File: config.mk
export PLATFORM = sky130hd
export DESIGN_NAME = fetch_stage
export DESIGN_NICKNAME = d
export VERILOG_FILES = /design/src/core_pkg.sv /design/src/fetch_stage.sv
export SDC_FILE = /design/constraint.sdc
export NUM_CORES = 2
export LEC_CHECK = 0
export BUFFER_PORTS_ARGS = -buffer_cell sky130_fd_sc_hd__buf_2
export CAP_MARGIN = 20
export CORE_ASPECT_RATIO = 0.6
export CORE_MARGIN = 2
export CORE_UTILIZATION = 56
export DETAILED_ROUTE_END_ITERATION = 6
export HOLD_SLACK_MARGIN = 0.03
export PLACE_DENSITY_LB_ADDON = 0.1
export SYNTH_ARGS = -nofsm -noshare
export SYNTH_HDL_FRONTEND = slang
export SYNTH_SLANG_ARGS = --single-unit
File: constraint.sdc
create_clock -name clk_i -period 3.75 [get_ports clk_i]
set_input_delay 0.1875 -clock clk_i [delete_from_list [all_inputs] [get_ports clk_i]]
set_output_delay 0.1875 -clock clk_i [all_outputs]
set_load 0.01 [all_outputs]
File: src/core_pkg.sv
package core_pkg;

  localparam int REG_AW = 5;

  typedef enum logic [6:0] {
    OP     = 7'b0110011,
    OP_IMM = 7'b0010011,
    LOAD   = 7'b0000011,
    STORE  = 7'b0100011,
    BRANCH = 7'b1100011,
    JAL    = 7'b1101111
  } opcode_e;

  typedef enum logic [2:0] {
    ALU_ADD,
    ALU_SUB,
    ALU_AND,
    ALU_OR,
    ALU_XOR,
    ALU_SLT
  } alu_op_e;

  typedef enum logic [1:0] {
    WB_ALU,
    WB_MEM,
    WB_PC4
  } wb_src_e;

  typedef struct packed {
    logic [6:0]        funct7;
    logic [REG_AW-1:0] rs2;
    logic [REG_AW-1:0] rs1;
    logic [2:0]        funct3;
    logic [REG_AW-1:0] rd;
    opcode_e           opcode;
  } r_fmt_t;

  typedef struct packed {
    logic [11:0]       imm;
    logic [REG_AW-1:0] rs1;
    logic [2:0]        funct3;
    logic [REG_AW-1:0] rd;
    opcode_e           opcode;
  } i_fmt_t;

  typedef struct packed {
    logic [6:0]        imm_hi;
    logic [REG_AW-1:0] rs2;
    logic [REG_AW-1:0] rs1;
    logic [2:0]        funct3;
    logic [4:0]        imm_lo;
    opcode_e           opcode;
  } s_fmt_t;

  typedef struct packed {
    logic              imm12;
    logic [5:0]        imm10_5;
    logic [REG_AW-1:0] rs2;
    logic [REG_AW-1:0] rs1;
    logic [2:0]        funct3;
    logic [3:0]        imm4_1;
    logic              imm11;
    opcode_e           opcode;
  } b_fmt_t;

  // Same 32-bit word, four views
  typedef union packed {
    r_fmt_t r_fmt;
    i_fmt_t i_fmt;
    s_fmt_t s_fmt;
    b_fmt_t b_fmt;
  } instr_t;

endpackage

File: src/fetch_stage.sv
`timescale 1ns/1ps

module fetch_stage import core_pkg::*; #(
  parameter int IMEM_WORDS = 64
) (
  input  logic                          clk_i,
  input  logic                          rst_i,
  input  logic                          start_i,
  input  logic                          imem_we_i,
  input  logic [$clog2(IMEM_WORDS)-1:0] imem_addr_i,
  input  logic [31:0]                   imem_data_i,
  input  logic                          stall_i,
  input  logic                          redirect_i,
  input  logic [31:0]                   redirect_pc_i,
  output logic                          if_valid_o,
  output logic [31:0]                   if_pc_o,
  output instr_t                        if_instr_o
);

  localparam int IA_W = $clog2(IMEM_WORDS);

  logic [31:0] imem [IMEM_WORDS];
  logic [31:0] pc;
  logic [IA_W-1:0] pc_idx;

  assign pc_idx = pc[IA_W+1:2]; // Word index

  // Loader port, only while the core is held
  always_ff @(posedge clk_i) begin
    if (!start_i && imem_we_i)
      imem[imem_addr_i] <= imem_data_i;
  end

  always_ff @(posedge clk_i) begin
    if (rst_i || !start_i) begin
      pc         <= '0;
      if_valid_o <= 1'b0;
    end else if (redirect_i) begin
      pc         <= redirect_pc_i;
      if_valid_o <= 1'b0; // Drop the wrong-path word
    end else if (!stall_i) begin
      pc         <= pc + 32'd4;
      if_valid_o <= 1'b1;
    end
  end

  always_ff @(posedge clk_i) begin
    if (!stall_i) begin
      if_pc_o    <= pc;
      if_instr_o <= imem[pc_idx];
    end
  end

endmodule

Word-level counts from Yosys, hierarchy flattened
Memories as Yosys holds them, arrays and structs flattened. A register that Yosys moved wholly into a read port is not among the register bits.
Index checks and enable logic that the tools add are counted.
W data, S select, Z words.
{"block": "totals", "regBits": 65, "ram_bits": 2048, "inputBits": 76, "output_inout_bits": 65, "elab_cells": 15, "mem_count": 1}
{"block": "classes", "addsub": 1, "eq_ne": 1, "muxes": 4, "n_reduce_logical": 5}
{"memory": "imem", "depth": 64, "width": 32, "rd": 1, "rd_clocked_by_memory_dff": 1, "write_ports": 1, "line_no": "fetch_stage.sv:22", "text": "logic [31:0] imem [IMEM_WORDS];"}
{"operator": "$mux W32", "n": 2}
{"operator": "$add A32 B3 Y32 const B", "n": 1}
{"operator": "$logic_not A1 Y1", "n": 2}
{"operator": "$mux W1", "n": 2}
{"operator": "$ne A2 B1 Y1 const B", "n": 1}
{"operator": "$reduce_or A2 Y1", "n": 1}
{"operator": "$logic_and A1 B1 Y1", "n": 1}
{"operator": "$logic_or A1 B1 Y1", "n": 1}

Longest topological paths before layout
{"block": "logic_depth", "ltp_word": 4, "depth_mapped": 11, "ltp_nobuf": 6}

Worst setup path after synthesis
Ideal clock, no wire load.
{"block": "synth_timing", "path_kind": "in2reg", "startpoint": "input imem_addr_i[4]", "endpoint": "memory imem[48][0], enable pin", "setup_ps": 461, "arrival_ps": 3086, "required_time_ps": 3289, "setup_slack_ps": 203, "path_stages": 4, "n_path_buf": 1, "path_cell_list": "clkbuf_1 nand4b_1 or3_1 nor3_1"}
{"item": "from (decl)", "line_no": "fetch_stage.sv:10", "text": "input logic [$clog2(IMEM_WORDS)-1:0] imem_addr_i,"}
{"item": "to (decl)", "line_no": "fetch_stage.sv:22"}
No word-level cell before the write port.

==> impl_metrics.toml <==
[outcome]
outcome = "finished clean"

[worst_setup_path]
crit_chain = "buf_12 > buf_4 > buf_4 > mux4_2 > mux2_2 > o211ai_1 > a21oi_1"
cpPeakStageDelay_ns = 0.84
crit_arrival_ns = 4.09
cp_common_cell = "buf_4"
worstSetupPathType = "register to register"
crit_path_top_delay_cell = "dfxtp_4"
start_kind = "register"
required_ns = 4.27
cp-end-kind = "register"
cp_max_fo = 32

[sta]
relSlewSlack = 0.189
slew_violations = 0
fin_crit_sh = 0.953
finalClockSkew_ns = 0.0251
setup_viol = 0
finalWorstSetupSlack_ns = 0.175
grt_setup_unrepaired = "false"
min_period_ns = 3.57
worstMarginPinSlew_ns = 1.18
tns_ns = 0
max_freq_mhz = 280
finalHoldViolCount = 0

[logic_synthesis]
synthArstFlopShare = 0
netlist_area_um2 = 82400
ys_warn_count = 0
synth_edf_count = 2112
syn_inst = 3701
synth_cell_type_count = 57
avgSynthCellArea_um2 = 22.3
ys_seq_area_frac = 0.778
ys_ff_latch = 2145
synthFlopType = "edfxtp_1"
syn_nets = 3778

[global_routing]
overflow = 0
grtUsageTotal = 0.301
grt_pass1_wl_um = 314000
antenna_found_initial = 16
grt_pass1_vias = 41400
grt_max_degree = 68

[drt]
avgViaCountPerCell = 6.72
ant_nets = 0
drtIter0Drc = 6765
wl_per_cell_um = 35.8
wl_um = 223000
first_pass_iters = 5
route.vias.total = 41800
drc = 0

[place]
dp_hpwl_um = 133000
dpl_worst_slack_ns = 0.281
placed_cell_area_um2 = 87300
place.gp.congestion = 0.853
port-buffer-count = 140

[power_and_ir_drop]
power.leakage_uw = 0.0287
swShare = 0.207
combPwrFrac = 0.045
switching_power_uw = 9790
p_int_uw = 37600
ir_worst_vdd_v = 0.000452
p_per_area_nw_per_um2 = 503
pwr-share-seq = 0.561
p_clk_frac = 0.393

[cells_and_area]
nNetsFinal = 4225
layout_commonest_cell = "edfxtp_1"
final_cell_mix = "edfxtp_1 (2112), mux4_2 (503), clkbuf_16 (193)"
postLayoutCellArea_um2 = 94200
syn_to_final_growth_pct = 14.3
fillers = 9257
drive_above_1_share = 0.292

[clocking]
clock_latency_ns = 0.82
cts_root_buf = "clkbuf_16"
cts.sinks = 2145
clk_pin_slew_worst_paths_ns = 0.06
clk_path_buf_depth = 3
cts_resized = 0
ctsHtreeMaxLevel = 4
cts_tree = "done"
numCtsBuffers = 186

[die]
die-area_um2 = 150000
rows = 108
die_x_um = 499
die_y_um = 301
core_um2 = 145000
initial_core_util = 0.567
io_pins = 141

[job]
cap_violations = 0

[worst_hold_path]
worstHoldPathType = "primary input to register"
## worst max-delay path: cells and delay by family (launching register included)
family,cells,cell delay [ns]
buffers and inverters,3,0.91
multiplexers,2,0.58
AO/OA/AOI/OAI,2,0.86
flip-flops,1,0.84
## repair_timing
item	CTS	global route
endpoints found under the setup margin	0	0
endpoints found under the hold margin	166	516
setup buffers	0	0
hold buffers	68	13
## flip-flops by register name, indices dropped and copies added, names as in the netlist
name	cells
pc	32
if_pc_o	32
if_valid_o	1
imem	2048
if_instr_o	32
## power by group through the flow
stage | clock [uW] | combinational [uW] | sequential, uW
floorplan | 0 | 1000 | 27100
finish | 18600 | 2140 | 26600
detailed placement | 0 | 2020 | 27100
global placement | 0 | 1950 | 27100
global route | 19800 | 2250 | 26600
CTS | 18800 | 2080 | 26600
## Yosys cell counts, types with 20 or more instances
cell	count	share of area
edfxtp_1	2112	0.77
a21oi_1	61	0.0037
nand3_1	20	0.0012
clkbuf_1	67	0.0031
o22ai_1	37	0.0028
buf_2	71	0.0043
mux2_2	41	0.0056
xnor2_1	25	0.0027
mux4_2	503	0.14
dfxtp_1	33	0.0080
nand2_1	97	0.0044
mux2i_1	176	0.021
a22oi_1	23	0.0021
buf_4	43	0.0039
o21ai_0	23	0.0014
nor2_1	107	0.0049
nor2b_1	20	0.0015
## final timing paths
path | startpoint | end | slack [ns] | depth (start not counted)
worst max-delay path | pc[4] | if_instr_o[6] | 0.18 | 7
worst min-delay path | imem_data_i[22] | imem[19][22] | 0.06 | 2
worst max register to register | pc[4] | if_instr_o[6] | 0.18 | 7
worst min register to register | pc[1] | if_pc_o[1] | 0.46 | 0
## per-stage QoR
step | hold WS (ns) | util | power (uW) | std cells
final | 0.0644 | 0.648 | 47300 | 6220
after global routing | 0.0855 | 0.648 | 48600 | 6219
after CTS | 0.0320 | 0.646 | 47500 | 6191
after detailed placement | 0.435 | 0.601 | 29100 | 5791
after global placement | 0.419 | 0.601 | 29100 | 5787
after floorplan | 0.286 | - | 28100 | 3701
## metal layers
layer,vias up,GRT usage,share of wire
met5,-,0,0.00045
met2,2659,0.434,0.44
met3,350,0.0666,0.12
met4,16,0.0800,0.024
li1,16500,-,-
met1,22300,0.473,0.41
## cells by family (layout without fill, tap and decap cells)
| logic type | Yosys count | count (layout) | share of synthesized area |
|---|---|---|---|
| other cells | 0 | 3 | 0 |
| xor+xnor | 27 | 27 | 0.00287 |
| mux | 720 | 720 | 0.164 |
| compound gates | 245 | 245 | 0.0202 |
| fa+ha+maj | 1 | 1 | 0.000152 |
| flops | 2145 | 2145 | 0.778 |
| simple gates | 346 | 346 | 0.0207 |
| buf+inv | 217 | 808 | 0.0140 |
## cell type report
class	instances	area (um^2)	area share
Antenna cell	3	7.51	0.0000797
Clock buffer	236	5000	0.0531
Clock inverter	96	757	0.00804
Inverter	15	57.6	0.000611
Multi-Input combinational cell	1339	17700	0.187
Sequential cell	2145	64100	0.681
Tap cell	1925	2410	0.0256
Timing Repair Buffer	461	4200	0.0446
No activity file was read; power rests on OpenSTA's default activity.
