## src/core_pkg.sv

```systemverilog
package core_pkg;

  localparam int REG_AW = 5;

  typedef enum logic [6:0] {
    OP     = 7'b0110011,
    OP_IMM = 7'b0010011,
    LOAD   = 7'b0000011,
    STORE  = 7'b0100011,
    BRANCH = 7'b1100011,
    JAL    = 7'b1101111
  } opcode_e;

  typedef enum logic [2:0] {
    ALU_ADD,
    ALU_SUB,
    ALU_AND,
    ALU_OR,
    ALU_XOR,
    ALU_SLT
  } alu_op_e;

  typedef enum logic [1:0] {
    WB_ALU,
    WB_MEM,
    WB_PC4
  } wb_src_e;

  typedef struct packed {
    logic [6:0]        funct7;
    logic [REG_AW-1:0] rs2;
    logic [REG_AW-1:0] rs1;
    logic [2:0]        funct3;
    logic [REG_AW-1:0] rd;
    opcode_e           opcode;
  } r_fmt_t;

  typedef struct packed {
    logic [11:0]       imm;
    logic [REG_AW-1:0] rs1;
    logic [2:0]        funct3;
    logic [REG_AW-1:0] rd;
    opcode_e           opcode;
  } i_fmt_t;

  typedef struct packed {
    logic [6:0]        imm_hi;
    logic [REG_AW-1:0] rs2;
    logic [REG_AW-1:0] rs1;
    logic [2:0]        funct3;
    logic [4:0]        imm_lo;
    opcode_e           opcode;
  } s_fmt_t;

  typedef struct packed {
    logic              imm12;
    logic [5:0]        imm10_5;
    logic [REG_AW-1:0] rs2;
    logic [REG_AW-1:0] rs1;
    logic [2:0]        funct3;
    logic [3:0]        imm4_1;
    logic              imm11;
    opcode_e           opcode;
  } b_fmt_t;

  // Same 32-bit word, four views
  typedef union packed {
    r_fmt_t r_fmt;
    i_fmt_t i_fmt;
    s_fmt_t s_fmt;
    b_fmt_t b_fmt;
  } instr_t;

endpackage

```

## src/result_stage.sv

```systemverilog
`timescale 1ns/1ps

module result_stage import core_pkg::*; #(
  parameter int DMEM_WORDS = 64
) (
  input  logic              clk_i,
  input  logic              rst_i,
  input  logic              ex_valid_i,
  input  logic [31:0]       ex_alu_result_i,
  input  logic [31:0]       ex_store_data_i,
  input  logic [REG_AW-1:0] ex_rd_i,
  input  logic              ex_reg_we_i,
  input  logic              ex_mem_we_i,
  input  wb_src_e           ex_wb_src_i,
  input  logic [31:0]       ex_pc4_i,
  output logic [REG_AW-1:0] mem_rd_o,
  output logic              mem_we_pend_o,
  output logic              wb_valid_o,
  output logic [REG_AW-1:0] wb_rd_o,
  output logic [31:0]       wb_data_o
);

  localparam int DA_W = $clog2(DMEM_WORDS);

  logic [31:0]     dmem [DMEM_WORDS];
  logic [DA_W-1:0] dmem_idx;
  logic [31:0]     load_data;
  logic [31:0]     wb_sel;

  assign dmem_idx  = ex_alu_result_i[DA_W+1:2]; // Word addressed
  assign load_data = dmem[dmem_idx];

  always_ff @(posedge clk_i) begin
    if (ex_valid_i && ex_mem_we_i)
      dmem[dmem_idx] <= ex_store_data_i;
  end

  always_comb begin
    case (ex_wb_src_i)
      WB_MEM:  wb_sel = load_data;
      WB_PC4:  wb_sel = ex_pc4_i;
      default: wb_sel = ex_alu_result_i;
    endcase
  end

  // Pending write for the decode hazard check
  assign mem_rd_o      = ex_rd_i;
  assign mem_we_pend_o = ex_valid_i && ex_reg_we_i;

  always_ff @(posedge clk_i) begin
    if (rst_i)
      wb_valid_o <= 1'b0;
    else
      wb_valid_o <= ex_valid_i && ex_reg_we_i && ex_rd_i != '0; // x0 never reported
  end

  always_ff @(posedge clk_i) begin
    wb_rd_o   <= ex_rd_i;
    wb_data_o <= wb_sel;
  end

endmodule

```

## config.mk

```make
export PLATFORM = sky130hd
export DESIGN_NAME = result_stage
export DESIGN_NICKNAME = d
export VERILOG_FILES = /design/src/core_pkg.sv /design/src/result_stage.sv
export SDC_FILE = /design/constraint.sdc
export NUM_CORES = 2
export LEC_CHECK = 0
export BUFFER_PORTS_ARGS = -buffer_cell sky130_fd_sc_hd__buf_2
export CORE_MARGIN = 2
export CORE_UTILIZATION = 45
export CTS_BUF_LIST = sky130_fd_sc_hd__clkbuf_8
export DETAILED_ROUTE_END_ITERATION = 10
export PLACE_DENSITY_LB_ADDON = 0.12
export RECOVER_POWER = 50
export SLEW_MARGIN = 20
export SYNTH_ARGS = -nofsm -noshare
export SYNTH_HDL_FRONTEND = slang
export SYNTH_SLANG_ARGS = --single-unit
```

## constraint.sdc

```tcl
create_clock -name clk_i -period 3.78 [get_ports clk_i]
set_input_delay 0.378 -clock clk_i [delete_from_list [all_inputs] [get_ports clk_i]]
set_output_delay 0.378 -clock clk_i [all_outputs]
set_load 0.005 [all_outputs]
```

After elaboration in Yosys (flattened, before gate mapping)
Memories as Yosys holds them, arrays and structs flattened. Index checks and enable logic that the tools add are counted.

Output and inout bits: 44. Flip-flop bits (word level): 38. Logic and storage cells: 13. Input port bits: 108. RAM bits: 2048. Memories kept: 1.

Memory list: dmem (words 64, width 32, rd ports 1, clocked after Yosys merged registers in 0, write ports 1, RTL line result_stage.sv:25) `logic [31:0] dmem [DMEM_WORDS];`.

Muxes and demuxes: 3. Reduce and logical (&&, ||, !) cells: 4. Eq/ne operators: 2.

Operators with widths (number): case mux 32 bit (2 select lines) (1); nonzero test 5 bit (1); logical AND 1 bit (3); == test 2 x 1 -> 1 bit, second input constant (1); == test 2 bit, second input constant (1); 2-to-1 mux 1 bit (2).

Longest topological paths before layout
Depth in word-level cells: 3. Gate-level depth with buffers: 11.

Worst setup path after synthesis
Ideal clock, no wire load.

Path kind: input -> register. From: in ex_alu_result_i[4]. To: mem dmem[13][0], enable pin. Arrival: 2.965 ns. Setup time: 0.421 ns. Cell stages on the path: 8. Required time: 3.359 ns. Path slack: 0.394 ns. Path through: buf_6 buf_4 buf_4 buf_2 buf_2 buf_2 nand3_1 nor2_1.

RTL lines: from (decl) (RTL line result_stage.sv:9) `input logic [31:0] ex_alu_result_i,`; to (decl) (RTL line result_stage.sv:25).

Straight into the memory's write port.

Worst setup path in the final report
From: in ex_alu_result_i[5]. To: mem dmem[44][31], enable pin.

Straight into the memory's write port.

==> flow_summary.yaml <==
outcome:
  outcome: "finished with violations"
  violations: "capacitance limit, slew limit"
logic_synthesis:
  synth_nets: 4735
  yosysWarnings: 0
  synth_flop_cell: "edfxtp_1"
  synthArstFlopShare_pct: 0
  synthTopCellsByArea: "edfxtp_1, a22oi_1, mux2_2, a221oi_1, o22ai_1"
  synth.most_common_cell: "edfxtp_1"
  synth_edf_count: 2048
  synth_largest_area_cell: "edfxtp_1"
  netlist_top_cells_count: "edfxtp_1, a22oi_1, o22ai_1, a221oi_1, buf_2"
  synth-seq-area-share_pct: 78.1
  netlist_instances: 4625
  synth_top_area_share_pct: 77.1
  synth.distinct_cells: 76
  syn_area_per_cell_um2: 17.2
  synth_seq_cells: 2086
  syn_area_um2: 79700
power:
  ir_drop_v: 0.000438
  p_leak_nw: 30.5
  powerDensity_nw_per_um2: 504
cts:
  clock_path_buffers: 4
  h-tree-depth: 5
  cts_sinks: 2086
  cts-root-buf: "clkbuf_8"
  cts_tree: "yes"
  clk_pin_slew_ns: 0.06
  cts_made_buffers: 352
  cts_resized: 0
  clk_latency_ns: 1.07
place:
  io_buffers: 151
  dp_hpwl_mm: 196
  gp_congestion: 0.888
setup_path:
  reg2regPathDepth: 7
  required_ns: 4.38
  path_buf_inv: 5
  r2r-start: "dmem[56][10]"
  crit_chain: "buf_2 -> buf_4 -> nor2b_1 -> clkbuf_2 -> nand2_2 -> buf_12 -> nor2_4 -> clkbuf_1"
  path_class: "primary input to flip-flop"
  r2r-end: "wb_data_o[10]"
  critPathSlowestCell: "clkbuf_1"
  ff2ff_setup_slack_ns: 0.59
  crit_fanout: 28
  cp_top_family: "buffers and inverters"
  arrival_ns: 4.20
  critPathLaunchType: "primary input"
  slowest_delay_ns: 2.05
  cp-end-kind: "flip-flop"
timing:
  tns_ns: 0
  worstMarginPinSlew_ns: 3.29
  fmax_ghz: 0.277
  finalClockSkew_ns: 0.0400
  setup_viol: 0
  hold_violations: 0
  fin_hold_ws_ns: 0.100
  min_period_ns: 3.60
  slew_headroom_pct: -119
  fin_crit_sh_pct: 95.3
  drv_slew: 1798
  rsz0062_at_grt: "false"
detailed_routing:
  routed-via-count: 53607
  postRouteAntennaNets: 0
  first_pass_iters: 8
  route.detailed.drc: 0
  wire_per_inst_um: 41.4
  drt-total-wl_mm: 328
  drt-initial-drc-count: 9121
  via_per_inst: 6.76
floorplan:
  rows: 154
  num_io_pins: 152
  core-area_um2: 176000
  start_util_pct: 45.3
  dieArea_um2: 181000
  die_w_um: 425
  die_h_um: 425
global_route:
  grt_pass1_vias: 50369
  track_usage_pct: 35.8
  grt.overflow.total: 0
  grt_pass1_wl_mm: 438
  grt_max_degree: 65
  antenna_found_initial: 16
worst_hold_path:
  hp-class: "primary input to flip-flop"
  hold_depth: 6
  min_from: "ex_pc4_i[23]"
  hold_end: "wb_data_o[23]"
finish:
  nFillCells: 14322
  nets: 5429
  syn2layout_area_growth_pct: 18.3
  final_layout_size_suffix_gt1_share_pct: 22.1
flow_run:
  cap_violations: 35
[cell families after synthesis]
family | Yosys count | synth area share, %
DFF | 2086 | 78.1
buffers and inverters | 381 | 2.30
and+or+nand+nor | 490 | 2.90
muxes | 233 | 3.27
AOI/OAI and AO/OA | 1433 | 13.4
adders and majority gates | 2 | 0.0314
[flip-flops by register name (all words and copies together), names as in the netlist]
signal      count
wb_valid_o      1
dmem         2048
wb_data_o      32
wb_rd_o         5
[worst reg2reg max path, delay by kind of cell, from the launching register on]
family / cells / cell delay, ns
flops: 1 / 0.35
simple gates: 1 / 0.91
mux: 1 / 0.26
buf+inv: 1 / 0.72
compound gates: 4 / 0.85
[metal layers]
layer	track usage, %	wire [µm]	vias to the layer above
li1	-	-	20796
met1	48.4	120000	27741
met2	53.6	146000	4168
met3	8.85	41200	896
met4	19.0	20600	6
met5	0	36	-
[final cells by class]
class | instances | area, µm² | area share [%]
clock inverters | 225 | 932 | 0.988
multi-input cells | 2158 | 16200 | 17.2
flip-flops and latches | 2086 | 62300 | 66.0
clock buffers | 386 | 5310 | 5.63
repair buffers | 706 | 6570 | 6.96
inverters | 15 | 63.8 | 0.0676
well taps | 2340 | 2930 | 3.10
diodes | 11 | 27.5 | 0.0292
[stage by stage]
| stage | cells | utilization, % | instance area, µm² | setup slack [ns] | power, W |
|---|---|---|---|---|---|
| finish | 7927 | 53.6 | 94300 | 0.176 | 0.0475 |
| global route | 7923 | 53.6 | 94300 | 0.391 | 0.0486 |
| CTS | 7903 | 53.6 | 94400 | 0.710 | 0.0475 |
| detailed placement | 7204 | 49.5 | 87200 | 0.198 | 0.0293 |
| global placement | 7204 | 49.5 | 87200 | 0.205 | 0.0293 |
| floorplan | 4625 | - | 79700 | 0.394 | 0.0274 |
[worst max-delay path by stage]
| stage | startpoint | to | depth (start not counted) |
|---|---|---|---|
| floorplan | ex_alu_result_i[4] | dmem[13][0] | 8 |
| global placement | ex_alu_result_i[4] | wb_data_o[18] | 10 |
| detailed placement | ex_alu_result_i[7] | wb_data_o[10] | 7 |
| CTS | dmem[56][10] | wb_data_o[10] | 7 |
| global route | ex_alu_result_i[5] | dmem[44][13] | 8 |
| finish | ex_alu_result_i[5] | dmem[44][31] | 8 |
[power by group]
group | internal, W | leakage, nW | switching [W] | total, W
clock network | 0.00938 | 3.72 | 0.00910 | 0.0185
registers | 0.0256 | 18.7 | 0.0000900 | 0.0257
logic | 0.00106 | 8.02 | 0.00230 | 0.00336
[repair_timing]
item	in CTS	in global routing
buffers inserted	0	0
hold endpoints to repair	421	766
hold buffers	88	12
[layout by cell type, fill, tap and decap left out, drive strengths merged, types with 19 or more instances in the layout]
cell type | synthesis | routed
edfxtp | 2048 | 2048
a22oi | 566 | 566
a21oi | 83 | 83
nand3 | 21 | 21
nand2 | 149 | 149
o21ai | 93 | 93
o221ai | 41 | 41
clkbuf | 95 | 446
dfxtp | 38 | 38
dlygate4sd3 | 0 | 100
o22ai | 216 | 216
clkinv | 1 | 79
mux2 | 162 | 162
nor3 | 33 | 33
inv | 14 | 154
nor2 | 160 | 160
a221o | 42 | 42
a222oi | 19 | 19
a221oi | 187 | 187
a22o | 64 | 64
buf | 271 | 546
nor4 | 36 | 36
mux2i | 65 | 65
Note: power is estimated with default switching activity, not from simulation.
