--- src/core_pkg.sv ---
package core_pkg;

  localparam int REG_AW = 5;

  typedef enum logic [6:0] {
    OP     = 7'b0110011,
    OP_IMM = 7'b0010011,
    LOAD   = 7'b0000011,
    STORE  = 7'b0100011,
    BRANCH = 7'b1100011,
    JAL    = 7'b1101111
  } opcode_e;

  typedef enum logic [2:0] {
    ALU_ADD,
    ALU_SUB,
    ALU_AND,
    ALU_OR,
    ALU_XOR,
    ALU_SLT
  } alu_op_e;

  typedef enum logic [1:0] {
    WB_ALU,
    WB_MEM,
    WB_PC4
  } wb_src_e;

  typedef struct packed {
    logic [6:0]        funct7;
    logic [REG_AW-1:0] rs2;
    logic [REG_AW-1:0] rs1;
    logic [2:0]        funct3;
    logic [REG_AW-1:0] rd;
    opcode_e           opcode;
  } r_fmt_t;

  typedef struct packed {
    logic [11:0]       imm;
    logic [REG_AW-1:0] rs1;
    logic [2:0]        funct3;
    logic [REG_AW-1:0] rd;
    opcode_e           opcode;
  } i_fmt_t;

  typedef struct packed {
    logic [6:0]        imm_hi;
    logic [REG_AW-1:0] rs2;
    logic [REG_AW-1:0] rs1;
    logic [2:0]        funct3;
    logic [4:0]        imm_lo;
    opcode_e           opcode;
  } s_fmt_t;

  typedef struct packed {
    logic              imm12;
    logic [5:0]        imm10_5;
    logic [REG_AW-1:0] rs2;
    logic [REG_AW-1:0] rs1;
    logic [2:0]        funct3;
    logic [3:0]        imm4_1;
    logic              imm11;
    opcode_e           opcode;
  } b_fmt_t;

  // Same 32-bit word, four views
  typedef union packed {
    r_fmt_t r_fmt;
    i_fmt_t i_fmt;
    s_fmt_t s_fmt;
    b_fmt_t b_fmt;
  } instr_t;

endpackage

--- src/execute_stage.sv ---
`timescale 1ns/1ps

module execute_stage import core_pkg::*; (
  input  logic              clk_i,
  input  logic              rst_i,
  input  logic              id_valid_i,
  input  logic [31:0]       id_opa_i,
  input  logic [31:0]       id_opb_i,
  input  alu_op_e           id_alu_op_i,
  input  logic [31:0]       id_store_data_i,
  input  logic [REG_AW-1:0] id_rd_i,
  input  logic              id_reg_we_i,
  input  logic              id_mem_we_i,
  input  wb_src_e           id_wb_src_i,
  input  logic [31:0]       id_pc4_i,
  output logic [REG_AW-1:0] ex_rd_o,
  output logic              ex_we_o,
  output logic              ex_valid_o,
  output logic [31:0]       alu_result_o,
  output logic [31:0]       store_data_o,
  output logic [REG_AW-1:0] rd_o,
  output logic              reg_we_o,
  output logic              mem_we_o,
  output wb_src_e           wb_src_o,
  output logic [31:0]       pc4_o
);

  logic [31:0] alu_out;

  always_comb begin
    case (id_alu_op_i)
      ALU_ADD: alu_out = id_opa_i + id_opb_i;
      ALU_SUB: alu_out = id_opa_i - id_opb_i;
      ALU_AND: alu_out = id_opa_i & id_opb_i;
      ALU_OR:  alu_out = id_opa_i | id_opb_i;
      ALU_XOR: alu_out = id_opa_i ^ id_opb_i;
      ALU_SLT: alu_out = {31'd0, $signed(id_opa_i) < $signed(id_opb_i)};
      default: alu_out = '0;
    endcase
  end

  // Destination of the instruction now in execute
  assign ex_rd_o = id_rd_i;
  assign ex_we_o = id_valid_i && id_reg_we_i;

  always_ff @(posedge clk_i) begin
    if (rst_i) begin
      ex_valid_o <= 1'b0;
      reg_we_o   <= 1'b0;
      mem_we_o   <= 1'b0;
    end else begin
      ex_valid_o <= id_valid_i;
      reg_we_o   <= id_valid_i && id_reg_we_i;
      mem_we_o   <= id_valid_i && id_mem_we_i;
    end
  end

  always_ff @(posedge clk_i) begin
    alu_result_o <= alu_out;
    store_data_o <= id_store_data_i;
    rd_o         <= id_rd_i;
    wb_src_o     <= id_wb_src_i;
    pc4_o        <= id_pc4_i;
  end

endmodule

--- config.mk ---
export PLATFORM = sky130hd
export DESIGN_NAME = execute_stage
export DESIGN_NICKNAME = d
export VERILOG_FILES = /design/src/core_pkg.sv /design/src/execute_stage.sv
export SDC_FILE = /design/constraint.sdc
export NUM_CORES = 1
export LEC_CHECK = 0
export BUFFER_PORTS_ARGS = -buffer_cell sky130_fd_sc_hd__buf_2
export CAP_MARGIN = 20
export CORE_MARGIN = 4
export CORE_UTILIZATION = 40
export DETAILED_ROUTE_END_ITERATION = 12
export PLACE_DENSITY = 0.64
export SLEW_MARGIN = 5
export SYNTH_ARGS = -nofsm -noshare
export SYNTH_HDL_FRONTEND = slang
export SYNTH_SLANG_ARGS = --single-unit
--- constraint.sdc ---
create_clock -name clk_i -period 3.7 [get_ports clk_i]
set_input_delay 0.37 -clock clk_i [delete_from_list [all_inputs] [get_ports clk_i]]
set_output_delay 0.37 -clock clk_i [all_outputs]
set_load 0.005 [all_outputs]
* Word level (Yosys, flattened, before mapping)
Cells that the tools add are included.
** Storage, ports and cells
- Output and inout port bits :: 112
- Register bits after elaboration :: 106
- Logic and storage cells :: 23
- Input bits :: 143
** Operators by class
- $add $sub $neg :: 2
- Magnitude comparators :: 1
- Equal/unequal tests :: 5
- Bitwise logic cells :: 3
- Reduce and logical (&&, ||, !) cells :: 3
- Muxes and demuxes :: 1
** Operators with widths (number)
- $pmux W32 S6 :: 1
- $add A32 B32 Y32 :: 1
- $and A32 B32 Y32 :: 1
- $lt A32 B32 Y1 :: 1
- $or A32 B32 Y32 :: 1
- $sub A32 B32 Y32 :: 1
- $xor A32 B32 Y32 :: 1
- $eq A3 B2 Y1 const B :: 2
- $eq A3 B3 Y1 const B :: 2
- $eq A3 B1 Y1 const B :: 1
- $logic_not A3 Y1 :: 1
- $logic_and A1 B1 Y1 :: 2

* Longest topological paths before layout
- Depth in word-level cells :: 2
- Mapped depth :: 12
- Mapped depth without buffers :: 12

* Worst setup path before layout
Ideal clock, no wire load.
- Path kind :: input-to-reg
- From :: input id_opa_i[0]
- To :: register alu_result_o[28]
- Stages on the path :: 12
- Setup time :: 0.120 ns
- Required time :: 3.580 ns
- Path buffers :: 0
- Arrival :: 2.658 ns
- Setup slack :: 0.922 ns
- Cell sequence :: inv_1 -> ha_1 -> fa_1 -> o21bai_1 -> a211oi_1 -> a21oi_1 -> o21ai_1 -> a21oi_2 -> o41ai_4 -> o31a_4 -> nor3b_1 -> a211o_1
** On the way
- Word-level cells in the longest chain between the ends :: 2
- Elaborated cells between the ends (all ways) :: 3
- Those cells by class :: add/sub: 2; mux: 1
** Ends and longest elaborated chain
- start, declared :: line execute_stage.sv:7 : input logic [31:0] id_opa_i,
- $sub A32 B32 Y32 / $add A32 B32 Y32 (equally long branches) :: line execute_stage.sv:33, execute_stage.sv:32
- $pmux W32 S6 * :: line execute_stage.sv:31 : case (id_alu_op_i)
- named net alu_out[28] :: line execute_stage.sv:28 : logic [31:0] alu_out;
- end signal, assigned :: line execute_stage.sv:59 : alu_result_o <= alu_out;
- end, declared :: line execute_stage.sv:19 : output logic [31:0] alu_result_o,
Mark *: on every way through the listed nets, which the timed path passes. The rest lies on a longest branch.
A chain may end at the register's enable or synchronous reset.

* Final worst setup path
- From :: input id_opa_i[0]
- To :: register alu_result_o[24]
Same word-level chain as after synthesis.

==> results.md <==
- Outcome: complete, no violations
- Leading register cell type out of synthesis: dfxtp_1
- Top post-synthesis cells by area: dfxtp_1, ha_1, a21oi_1
- Most frequent cell after synthesis: dfxtp_1
- Total setup buffers inserted after CTS: 0
- Final number of hold-violating endpoints: 0
- Weighted congestion reported at the end of routability-driven placement: 0.953
- Post-detailed-placement half-perimeter wirelength: 20.7 mm
- Final Net Count: 1414
- Hold Crit Class: in2reg
- Post-synthesis share of cell area spent on xor and xnor gates: 1.89%
- Required time reported for the critical path endpoint: 3920 ps
- Remaining antenna violation count after routing: 0
- Overall power of the completed layout: 3.27 mW
- Die area: 20800 sq um
- Average wire per standard cell: 18.5 um
- Maximum vdd ir drop: 0.267 mV
- Power density over the cells: 356 nW/um^2
- Number of maximum-capacitance constraint violations: 0
- # rows: 49
- Total negative slack for setup checks: 0 ps
- Detailed-routing iteration count for the pre-antenna-repair pass: 6
- Unrepaired setup endpoints after global routing: false
- Async set-or-reset flop fraction in the synthesized netlist: 0%
- Commonest cells in the netlist: dfxtp_1, ha_1, inv_1, nor2_1, a21oi_1
- Crit path cell chain: buf_2, ha_1, fa_1, a211oi_1, o21ai_0, o21ai_0, a21oi_1, a211oi_1, o21ai_0, o31ai_1, o211ai_1
- Number of instances in the synthesized netlist: 935
- Post-cts repair resize count: 0
- Time the worst path needs with I/O delays and setup: 3090 ps
- Max-slew violation count: 0
- Largest area contributor in the synthesized netlist: dfxtp_1
- Area added between synthesis and finish: 23.8%
- Ratio of cells with drive above 1 in the final layout: 25.9%
- Floorplan core area: 18100 sq um
- Data arrival, critical path: 3310 ps
- Final critical-path share of the clock period: 83.6%
- CP Launch Type: input port
- Mean Syn Cell Area: 7.92 sq um
- Overall track demand over capacity in global routing: 23.8%
- Family with the most delay on the worst path: compound AO/OA/AOI/OAI gates
- Cell with the largest stage delay on the worst path: fa_1
- Routed WL: 25.9 mm
- Headroom to the max-slew limit: 52.9%
- Clock buffers created by TritonCTS: 9
- IO Port Bufs: 254
- Per-cell via count in the routed design: 5.46
- First-pass GRT wire length: 38.8 mm
- Number of DRC markers in iteration 0: 606
- Height of the die: 144 um
- Hold slack final: 109 ps
- Via count of the first global-routing pass: 7145
- Static Leakage: 4.51 nW
- Proportion of synthesized area in mux cells: 0.811%
- DR vias: 7660
- Post-synthesis adder-cell area fraction: 17.6%
- Width of the die: 144 um
- CTS tree: built
- Syn Nets: 1181
- Minimum setup slack after placement: 317 ps
- Peak Freq: 0.323 GHz
- Pin slew with the least headroom to its limit: 703 ps
- Initial standard-cell utilization of the core: 40.9%
- Cell area after technology mapping: 7410 sq um
- Largest fanout of any net on the critical path: 5
- Clk pin slew, worst setup/hold paths: 90 ps
- Most frequent CP cell: o21ai_0
- PnR worst setup slack: 606 ps
- Number of synthesized flops with an enable pin: 0
- Area fraction in and, or, nand and nor cells after synthesis: 16.3%
- Main combinational cell family by area after synthesis: compound AO/OA/AOI/OAI gates
- Count of pins on the block boundary: 255
- Start-to-end type of the worst setup path: in2reg
- Number of distinct standard cells referenced by the synthesized netlist: 72
- Cts hold-fix bufs: 0
- Max Buffers Root-to-Sink: 2
- Buffer and inverter count on the worst path: 1
- H-tree Lvls: 3
- Maximum number of pins on one net before global-route repair: 47
- Compound-cell area share of the yosys netlist: 26.6%
- Clock root buffer: clkbuf_16
- Number of design rule violations left after detail routing: 0
- Final setup violation count: 0
- FF+latch count, synth: 106
- Maximum single-stage delay on the critical path: 450 ps
- Area share of the largest cell type after synthesis: 28.7%
- Capturing element type of the critical path: flop
- Sum of overflow across all layers after global routing: 0
- Initial antenna violation count: 2
- Sequential share of the synthesized area: 28.7%
- Number of warnings issued by yosys: 0
- Sink Count: 106
layer usage:
metal,GRT usage [%],routed length (um)
met1,31.1,11200
met2,40.2,12000
met3,4.30,2200
met4,6.74,514
met5,0,20
per-stage QoR:
step                util [%]  area [sq um]  instances
global route            50.7          9170       1403
CTS                     50.7          9170       1402
detailed placement      49.0          8860       1386
finish                  50.7          9170       1403
global placement        49.0          8860       1386
floorplan                  -          7410        935
kinds of logic (layout without fill, tap and decap cells):
group | count (synthesis) | in the layout
DFF | 106 | 106
adders and majority gates | 103 | 103
and+or+nand+nor | 259 | 259
other | 0 | 1
AOI/OAI and AO/OA | 300 | 300
muxes | 6 | 6
buffers and inverters | 145 | 383
xor gates and xnor gates | 16 | 16
flip-flops by register name (all words and copies together), names as in the netlist:
register / cells
alu_result_o: 32
reg_we_o: 1
pc4_o: 32
mem_we_o: 1
store_data_o: 32
ex_valid_o: 1
rd_o: 5
wb_src_o: 2
power breakdown:
group / total, mW / switching [mW] / internal (mW)
registers: 1.25 / 0.0234 / 1.23
logic: 1.02 / 0.609 / 0.408
clock network: 0.994 / 0.495 / 0.499
cell usage in the layout (no fill, tap or decap), types with 9 or more instances in the layout:
cell type and instances:
a211oi_1 15, a21oi_1 83, a31oi_1 14, buf_2 254
buf_4 19, clkbuf_16 9, dfxtp_1 106, ha_1 101
inv_1 91, nand2_1 70, nand3_1 12, nor2_1 90
nor2b_1 10, nor3_1 27, o211ai_1 21, o21ai_0 56
o21bai_1 14, o221ai_1 9, o22ai_1 16, xnor2_1 12
path summary, 6_finish.rpt:
kind,startpoint,endpoint,cells past startpoint
max,id_opa_i[0],alu_result_o[24],11
min,id_pc4_i[30],pc4_o[30],1
final cells by class:
type / instances / area, sq um
timing repair buffer: 273 / 1410
clock buffer: 10 / 239
multi-input combinational: 684 / 4690
antenna: 1 / 2.50
clock inverter: 6 / 65.1
fill: 1811 / 8920
tap: 229 / 287
sequential: 106 / 2120
inverter: 94 / 353
Power figures use the tool's default switching activity.
