===== config.mk =====
export PLATFORM = sky130hd
export DESIGN_NAME = decode_stage
export DESIGN_NICKNAME = d
export VERILOG_FILES = /design/src/core_pkg.sv /design/src/decode_stage.sv
export SDC_FILE = /design/constraint.sdc
export NUM_CORES = 2
export LEC_CHECK = 0
export BUFFER_PORTS_ARGS = -buffer_cell sky130_fd_sc_hd__buf_2
export CELL_PAD_IN_SITES_DETAIL_PLACEMENT = 1
export CELL_PAD_IN_SITES_GLOBAL_PLACEMENT = 2
export CORE_ASPECT_RATIO = 1.4
export CORE_MARGIN = 2
export CORE_UTILIZATION = 41
export DETAILED_ROUTE_END_ITERATION = 8
export PLACE_DENSITY = 0.84
export SYNTH_ARGS = -nofsm -noshare
export SYNTH_HDL_FRONTEND = slang
export SYNTH_SLANG_ARGS = --single-unit

===== constraint.sdc =====
create_clock -name clk_i -period 5.5 [get_ports clk_i]
set_input_delay 0.275 -clock clk_i [delete_from_list [all_inputs] [get_ports clk_i]]
set_output_delay 0.275 -clock clk_i [all_outputs]
set_load 0.01 [all_outputs]

===== src/core_pkg.sv =====
package core_pkg;

  localparam int REG_AW = 5;

  typedef enum logic [6:0] {
    OP     = 7'b0110011,
    OP_IMM = 7'b0010011,
    LOAD   = 7'b0000011,
    STORE  = 7'b0100011,
    BRANCH = 7'b1100011,
    JAL    = 7'b1101111
  } opcode_e;

  typedef enum logic [2:0] {
    ALU_ADD,
    ALU_SUB,
    ALU_AND,
    ALU_OR,
    ALU_XOR,
    ALU_SLT
  } alu_op_e;

  typedef enum logic [1:0] {
    WB_ALU,
    WB_MEM,
    WB_PC4
  } wb_src_e;

  typedef struct packed {
    logic [6:0]        funct7;
    logic [REG_AW-1:0] rs2;
    logic [REG_AW-1:0] rs1;
    logic [2:0]        funct3;
    logic [REG_AW-1:0] rd;
    opcode_e           opcode;
  } r_fmt_t;

  typedef struct packed {
    logic [11:0]       imm;
    logic [REG_AW-1:0] rs1;
    logic [2:0]        funct3;
    logic [REG_AW-1:0] rd;
    opcode_e           opcode;
  } i_fmt_t;

  typedef struct packed {
    logic [6:0]        imm_hi;
    logic [REG_AW-1:0] rs2;
    logic [REG_AW-1:0] rs1;
    logic [2:0]        funct3;
    logic [4:0]        imm_lo;
    opcode_e           opcode;
  } s_fmt_t;

  typedef struct packed {
    logic              imm12;
    logic [5:0]        imm10_5;
    logic [REG_AW-1:0] rs2;
    logic [REG_AW-1:0] rs1;
    logic [2:0]        funct3;
    logic [3:0]        imm4_1;
    logic              imm11;
    opcode_e           opcode;
  } b_fmt_t;

  // Same 32-bit word, four views
  typedef union packed {
    r_fmt_t r_fmt;
    i_fmt_t i_fmt;
    s_fmt_t s_fmt;
    b_fmt_t b_fmt;
  } instr_t;

endpackage


===== src/decode_stage.sv =====
`timescale 1ns/1ps

module decode_stage import core_pkg::*; (
  input  logic              clk_i,
  input  logic              rst_i,
  input  logic              if_valid_i,
  input  logic [31:0]       if_pc_i,
  input  instr_t            if_instr_i,
  input  logic [REG_AW-1:0] ex_rd_i,
  input  logic              ex_we_i,
  input  logic [REG_AW-1:0] mem_rd_i,
  input  logic              mem_we_pend_i,
  input  logic              wb_valid_i,
  input  logic [REG_AW-1:0] wb_rd_i,
  input  logic [31:0]       wb_data_i,
  output logic              stall_o,
  output logic              redirect_o,
  output logic [31:0]       redirect_pc_o,
  output logic              id_valid_o,
  output logic [31:0]       opa_o,
  output logic [31:0]       opb_o,
  output alu_op_e           alu_op_o,
  output logic [31:0]       store_data_o,
  output logic [REG_AW-1:0] rd_o,
  output logic              reg_we_o,
  output logic              mem_we_o,
  output wb_src_e           wb_src_o,
  output logic [31:0]       pc4_o
);

  logic [31:0] regs [32];

  logic [REG_AW-1:0] rs1, rs2, rd;
  logic [2:0]  funct3;
  logic [31:0] rs1_val, rs2_val;
  logic [31:0] imm_i, imm_s, imm_b, imm_j, imm;
  alu_op_e     alu_op;
  wb_src_e     wb_src;
  logic        use_imm, use_rs1, use_rs2;
  logic        reg_we, mem_we, is_branch, is_jal;
  logic        hit_rs1, hit_rs2, taken, fire;

  function automatic alu_op_e alu_sel(input logic [2:0] f3, input logic sub);
    case (f3)
      3'b000:  return sub ? ALU_SUB : ALU_ADD;
      3'b010:  return ALU_SLT;
      3'b100:  return ALU_XOR;
      3'b110:  return ALU_OR;
      3'b111:  return ALU_AND;
      default: return ALU_ADD;
    endcase
  endfunction

  // Read with write-through from write-back
  function automatic logic [31:0] rf_read(input logic [REG_AW-1:0] idx);
    if (idx == '0)
      return '0;
    if (wb_valid_i && wb_rd_i == idx)
      return wb_data_i;
    return regs[idx];
  endfunction

  always_ff @(posedge clk_i) begin
    if (rst_i) begin
      for (int i = 0; i < 32; i++)
        regs[i] <= '0;
    end else if (wb_valid_i && wb_rd_i != '0) begin
      regs[wb_rd_i] <= wb_data_i;
    end
  end

  assign rs1     = if_instr_i.r_fmt.rs1;
  assign rs2     = if_instr_i.r_fmt.rs2;
  assign rd      = if_instr_i.r_fmt.rd;
  assign funct3  = if_instr_i.r_fmt.funct3;
  assign rs1_val = rf_read(rs1);
  assign rs2_val = rf_read(rs2);

  assign imm_i = {{20{if_instr_i.i_fmt.imm[11]}}, if_instr_i.i_fmt.imm};
  assign imm_s = {{20{if_instr_i.s_fmt.imm_hi[6]}}, if_instr_i.s_fmt.imm_hi,
                  if_instr_i.s_fmt.imm_lo};
  assign imm_b = {{19{if_instr_i.b_fmt.imm12}}, if_instr_i.b_fmt.imm12,
                  if_instr_i.b_fmt.imm11, if_instr_i.b_fmt.imm10_5,
                  if_instr_i.b_fmt.imm4_1, 1'b0};
  // J-type bits sit in the I view's imm, rs1 and funct3 fields
  assign imm_j = {{11{if_instr_i.i_fmt.imm[11]}}, if_instr_i.i_fmt.imm[11],
                  if_instr_i.i_fmt.rs1, if_instr_i.i_fmt.funct3,
                  if_instr_i.i_fmt.imm[0], if_instr_i.i_fmt.imm[10:1], 1'b0};

  always_comb begin
    alu_op    = ALU_ADD;
    wb_src    = WB_ALU;
    imm       = imm_i;
    use_imm   = 1'b0;
    use_rs1   = 1'b0;
    use_rs2   = 1'b0;
    reg_we    = 1'b0;
    mem_we    = 1'b0;
    is_branch = 1'b0;
    is_jal    = 1'b0;
    case (if_instr_i.r_fmt.opcode)
      OP: begin
        alu_op  = alu_sel(funct3, if_instr_i.r_fmt.funct7[5]);
        use_rs1 = 1'b1;
        use_rs2 = 1'b1;
        reg_we  = 1'b1;
      end
      OP_IMM: begin
        alu_op  = alu_sel(funct3, 1'b0);
        use_imm = 1'b1;
        use_rs1 = 1'b1;
        reg_we  = 1'b1;
      end
      LOAD: begin
        use_imm = 1'b1;
        use_rs1 = 1'b1;
        reg_we  = 1'b1;
        wb_src  = WB_MEM;
      end
      STORE: begin
        imm     = imm_s;
        use_imm = 1'b1;
        use_rs1 = 1'b1;
        use_rs2 = 1'b1; // Store data
        mem_we  = 1'b1;
      end
      BRANCH: begin
        imm       = imm_b;
        use_rs1   = 1'b1;
        use_rs2   = 1'b1;
        is_branch = 1'b1;
      end
      JAL: begin
        imm    = imm_j;
        reg_we = 1'b1;
        wb_src = WB_PC4;
        is_jal = 1'b1;
      end
      default: ;
    endcase
  end

  // Wait for older writers still in execute or memory
  assign hit_rs1 = use_rs1 && rs1 != '0 &&
                   ((ex_we_i && ex_rd_i == rs1) || (mem_we_pend_i && mem_rd_i == rs1));
  assign hit_rs2 = use_rs2 && rs2 != '0 &&
                   ((ex_we_i && ex_rd_i == rs2) || (mem_we_pend_i && mem_rd_i == rs2));
  assign stall_o = if_valid_i && (hit_rs1 || hit_rs2);
  assign fire    = if_valid_i && !stall_o;

  assign taken = is_jal ||
                 (is_branch && (funct3[0] ? rs1_val != rs2_val : rs1_val == rs2_val));
  assign redirect_o    = fire && taken;
  assign redirect_pc_o = if_pc_i + imm;

  always_ff @(posedge clk_i) begin
    if (rst_i) begin
      id_valid_o <= 1'b0;
      reg_we_o   <= 1'b0;
      mem_we_o   <= 1'b0;
    end else begin
      id_valid_o <= fire; // Bubble on stall
      reg_we_o   <= fire && reg_we;
      mem_we_o   <= fire && mem_we;
    end
  end

  always_ff @(posedge clk_i) begin
    opa_o        <= rs1_val;
    opb_o        <= use_imm ? imm : rs2_val;
    alu_op_o     <= alu_op;
    store_data_o <= rs2_val;
    rd_o         <= rd;
    wb_src_o     <= wb_src;
    pc4_o        <= if_pc_i + 32'd4;
  end

endmodule


After elaboration in Yosys (flattened, before gate mapping)
Memory sizes are Yosys's and may differ from the RTL's.
Cells that the tools add are included.
- bits in writable memories: 1024
- word-level logic and storage cells: 101
- memories: 1
- register bits: 141
- $add $sub $neg: 2
- equal/unequal tests: 18
- multiplexer cells: 37
- reductions and logical operators: 33
- memories (name ; depth ; bits a word ; read ports ; clocked after memory_dff ; write ports ; line ; RTL):
    regs ; 32 ; 32 ; 2 ; 0 ; 32 ; decode_stage.sv:31 ; logic [31:0] regs [32];
- operator list (cell ; number):
    two-way mux 32 bit ; 10
    case mux 20 bit (3 select lines) ; 1
    adder 32 x 3 -> 32 bit, second input constant ; 1
    adder 32 bit ; 1
    == test 32 bit ; 1
    != test 32 bit ; 1
    OR reduction 32 bit ; 1
    == test 5 bit ; 6
    two-way mux 1 bit ; 21
    logical AND 1 bit ; 17
    case mux 3 bit (5 select lines) ; 1
    nonzero test 5 bit ; 3
    == test 7 x 6 -> 1 bit, second input constant ; 2
    == test 7 bit, second input constant ; 2
    case mux 3 bit (4 select lines) ; 1
    zero test 5 bit ; 2
    == test 3 bit, second input constant ; 3
    == test 7 x 2 -> 1 bit, second input constant ; 1
    == test 7 x 5 -> 1 bit, second input constant ; 1
    case mux 3 bit (2 select lines) ; 1
    OR reduction 3 bit ; 2
    two-way mux 5 bit ; 1
    OR reduction 5 bit ; 1
    logical OR 1 bit ; 4
    other kinds (5) ; 5

Logic depth before layout (Yosys ltp)
- depth in word-level cells: 11
- gate-level depth with buffers: 21
- depth with buffers taken out: 18

Worst setup path after synthesis
No wires, ideal clock.
- path kind: input -> output
- start: input if_instr_i[20] (netlist name)
- end: output redirect_pc_o[30]
- data arrival time: 4.027 ns
- data required time: 5.225 ns
- path slack: 1.198 ns
- stages on the path: 21
- path through: buf_6 > buf_6 > buf_6 > buf_4 > buf_4 > buf_2 > nand3_1 > o21ai_0 > ha_1 > inv_1 > fa_1 > nor2b_1 > o21a_1 > o21a_1 > o21a_1 > a41oi_1 > a211o_1 > a211o_1 > a31oi_1 > nand4_1 > o211ai_1
- cells in the longest elaborated chain, start to end: 2
- RTL lines (element ; line ; RTL):
    from (decl) ; decode_stage.sv:8 ; input instr_t if_instr_i,
    case mux 20 bit (3 select lines) ; decode_stage.sv:101 ; case (if_instr_i.r_fmt.opcode)
    adder 32 bit ; decode_stage.sv:154 ; assign redirect_pc_o = if_pc_i + imm;
    to (decl) ; decode_stage.sv:18 ; output logic [31:0] redirect_pc_o,
Every way passes these cells.

==> flow_summary.yaml <==
status:
  status: "complete, but fails checks"
  violations: "design-rule violations"
detailed_routing:
  wl_per_cell_um: 38.04
  vias: 43630
  ant_nets: 0
  wirelength_um: 252000
  vias_per_cell: 6.586
  drt_iter0_markers: 6435
  drt_first_pass_iters: 9
  drc: 114
logic_synthesis:
  netlist_instances: 4252
  synth_area_sq_um: 61110
  synthFlopType: "edfxtp_1"
  synth_adder_area_share_pct: 0.6880
  synth_top_area_share_pct: 50.32
  synthArstFlopShare_pct: 0
  synth_edf_count: 1024
  ys_seq_elements: 1165
  synthXorXnorAreaFrac_pct: 1.663
  synthTopCellsByArea: "edfxtp_1 (50%), mux4_2 (19%), and2_1 (10%), dfxtp_1 (4.6%), clkbuf_1 (1.8%)"
  syn_avg_cell_area_sq_um: 14.37
  synth_top_family_by_area: "multiplexers"
  synth-simple-area-share_pct: 14.55
  yosysTopAreaCell: "edfxtp_1"
  yosys_warnings: 0
  ys_types: 70
  synth-seq-area-share_pct: 54.94
  synth-compound-area-share_pct: 4.492
  synth.mux.area_fraction_pct: 20.52
placement:
  place_area_sq_um: 65650
  place.gp.congestion: 0.9430
  dp_hpwl_um: 160200
  dp.cells: 6325
  port_buffers: 291
power_and_ir_drop:
  p_sw_uw: 6042
  p_leak_uw: 0.02513
  power_frac_seq_pct: 47.0
  p_comb_share_pct: 15.4
  p_int_uw: 16220
  p_clk_share_pct: 37.6
  p_per_area_nw_per_um2: 316.4
  ir_drop_v: 0.0002612
  swShare_pct: 27.13
hold_path:
  min_path_cells: 3
  min-delay-start: "if_instr_i[3]"
  hold_end: "wb_src_o[1]"
  hold_path.class: "input port to register"
sta:
  hold_viol: 0
  timing.final.max_slew_violations: 0
  final-setup-viol-count: 0
  fin_crit_ns: 5.281
  fin_worst_skew_ns: 0.04282
  fmaxAchievable_mhz: 189.3
  relSlewSlack_pct: 8.624
  post-route-period-util_pct: 96.02
  tightest_slew_ns: 1.371
  rsz0062_at_grt: "false"
  setup_tns_ns: 0
floorplanning:
  core_area_sq_um: 147900
  die_w_um: 330.3
  initial_core_util_pct: 41.31
  rows: 167
  die_area_sq_um: 152200
  num_io_pins: 292
  die_h_um: 460.8
global_routing:
  grt_pass1_wl_um: 346600
  grt-ovfl-total: 0
  grt_pass1_vias: 45140
  grt_max_degree: 72
  track_usage_pct: 32.89
  antenna_found_initial: 43
layout:
  fin_cells: 6625
  fin_area_sq_um: 70380
  layout_common_cells: "edfxtp_1 (1024), and2_1 (1000), mux4_2 (521), buf_2 (282), buf_4 (188)"
  syn_to_final_growth_pct: 15.17
  post-route-util_pct: 47.57
  nets: 4725
  final_common_cell: "edfxtp_1"
  drive_above_1_share_pct: 28.48
clock_network:
  clkSinkCount: 1165
  cts_root_buffer: "clkbuf_16"
  cts_htree_levels: 3
  cts_tree: "built"
  clk_path_buf_depth: 3
  clk_latency_ns: 0.78
  numCtsBuffers: 116
  path_clk_slew_ns: 0.06
critical_path:
  rrSetupSlack_ns: 2.90
  r2r_end: "opb_o[24]"
  r2r-start: "regs[12][24]"
  worstPathCellList: "mux4_2 > mux2i_1 > o22ai_1 > a211oi_1 > nor2_1 > xnor2_1 > nand4_1 > or3_1 > or4_1 > nand3_1 > buf_2"
  crit_arrival_ns: 5.01
  worst_r2r_path_depth: 6
  end_kind: "output port"
  worstSetupPathType: "register to output port"
  critPathSlowestCell: "xnor2_1"
  required_ns: 5.22
  start_kind: "register"
  cpPeakStageDelay_ns: 0.55
  worst-path-max-fanout: 2
job:
  cap_violations: 0
how the worst max path moves through the flow:
stage / from / endpoint / slack, ns
6_report: regs[4][22] / redirect_o / 0.22
5_1_grt: if_instr_i[4] / redirect_pc_o[30] / 0.06
4_1_cts: regs[26][20] / redirect_o / 0.12
3_5_place_dp: if_instr_i[16] / redirect_o / 0.29
3_3_place_gp: if_instr_i[15] / redirect_o / 0.24
2_1_floorplan: if_instr_i[20] / redirect_pc_o[30] / 1.20
sequential cells by signal, indices dropped and copies added, names as in the netlist:
| signal | count |
|---|---|
| pc4_o | 32 |
| mem_we_o | 1 |
| reg_we_o | 1 |
| store_data_o | 32 |
| opa_o | 32 |
| wb_src_o | 2 |
| rd_o | 5 |
| alu_op_o | 3 |
| opb_o | 32 |
| id_valid_o | 1 |
| regs | 1024 |
kinds of logic after synthesis:
logic type	Yosys count
other	1
AOI/OAI and AO/OA	397
DFF	1165
xor gates and xnor gates	116
muxes	577
and+or+nand+nor	1519
adders and majority gates	33
buffers and inverters	444
routing by layer:
metal,share of wire (%),global-route usage [%],vias to the layer above
li1,-,-,16800
met1,32,37.43,22350
met2,48,53.61,3446
met3,12,7.921,997
met4,8.7,24.53,32
met5,0.070,0,-
cell usage after synthesis (36+ instances only):
| master | n |
|---|---|
| nor2b_1 | 36 |
| buf_2 | 52 |
| nand3_1 | 70 |
| clkbuf_1 | 288 |
| mux4_2 | 521 |
| xor2_1 | 40 |
| and2_1 | 999 |
| inv_1 | 41 |
| dfxtp_1 | 141 |
| or2_2 | 43 |
| o21ai_0 | 49 |
| nor2_1 | 108 |
| o22ai_1 | 55 |
| xnor2_1 | 76 |
| edfxtp_1 | 1024 |
| a22oi_1 | 93 |
| a21oi_1 | 59 |
| nand2_1 | 118 |
worst max-delay path: cells and delay by family, from the launching register on:
family,cells,cell delay (ns)
flip-flops,1,0.41
AO/OA/AOI/OAI,2,0.61
multiplexers,2,0.95
buffers and inverters,1,0.17
AND/OR/NAND/NOR,5,1.55
XOR/XNOR,1,0.55
per-stage QoR:
step	total power, uW	worst slack (ns)	hold slack (ns)
finish	22270	0.2187	0.04499
global route	22730	0.05906	0.09450
detailed placement	13940	0.2918	0.4019
floorplan	12360	1.198	0.3027
global placement	13840	0.2397	0.4025
CTS	22210	0.1167	0.01351
area by class of cell:
class | count | area, sq um
Antenna cell | 9 | 22.52
Clock buffer | 161 | 3391
Clock inverter | 55 | 539.3
Sequential cell | 1165 | 33570
Timing Repair Buffer | 577 | 4194
Fill cell | 14600 | 77560
Inverter | 41 | 153.9
Multi-Input combinational cell | 2674 | 26080
Tap cell | 1943 | 2431
power by group through the flow:
stage          sequential, uW  clock, uW  combinational (uW)
6_report                10500       8360                3430
5_1_grt                 10500       8690                3520
4_1_cts                 10500       8410                3350
3_5_place_dp            10600          0                3290
3_3_place_gp            10600          0                3260
2_1_floorplan           10600          0                1780
timing repair:
action	CTS	global route
hold endpoints to repair	56	0
gates resized for setup	0	5
setup endpoints to repair	0	5
hold buffers	75	0
setup buffers	0	0
(Power assumes the default switching activity.)
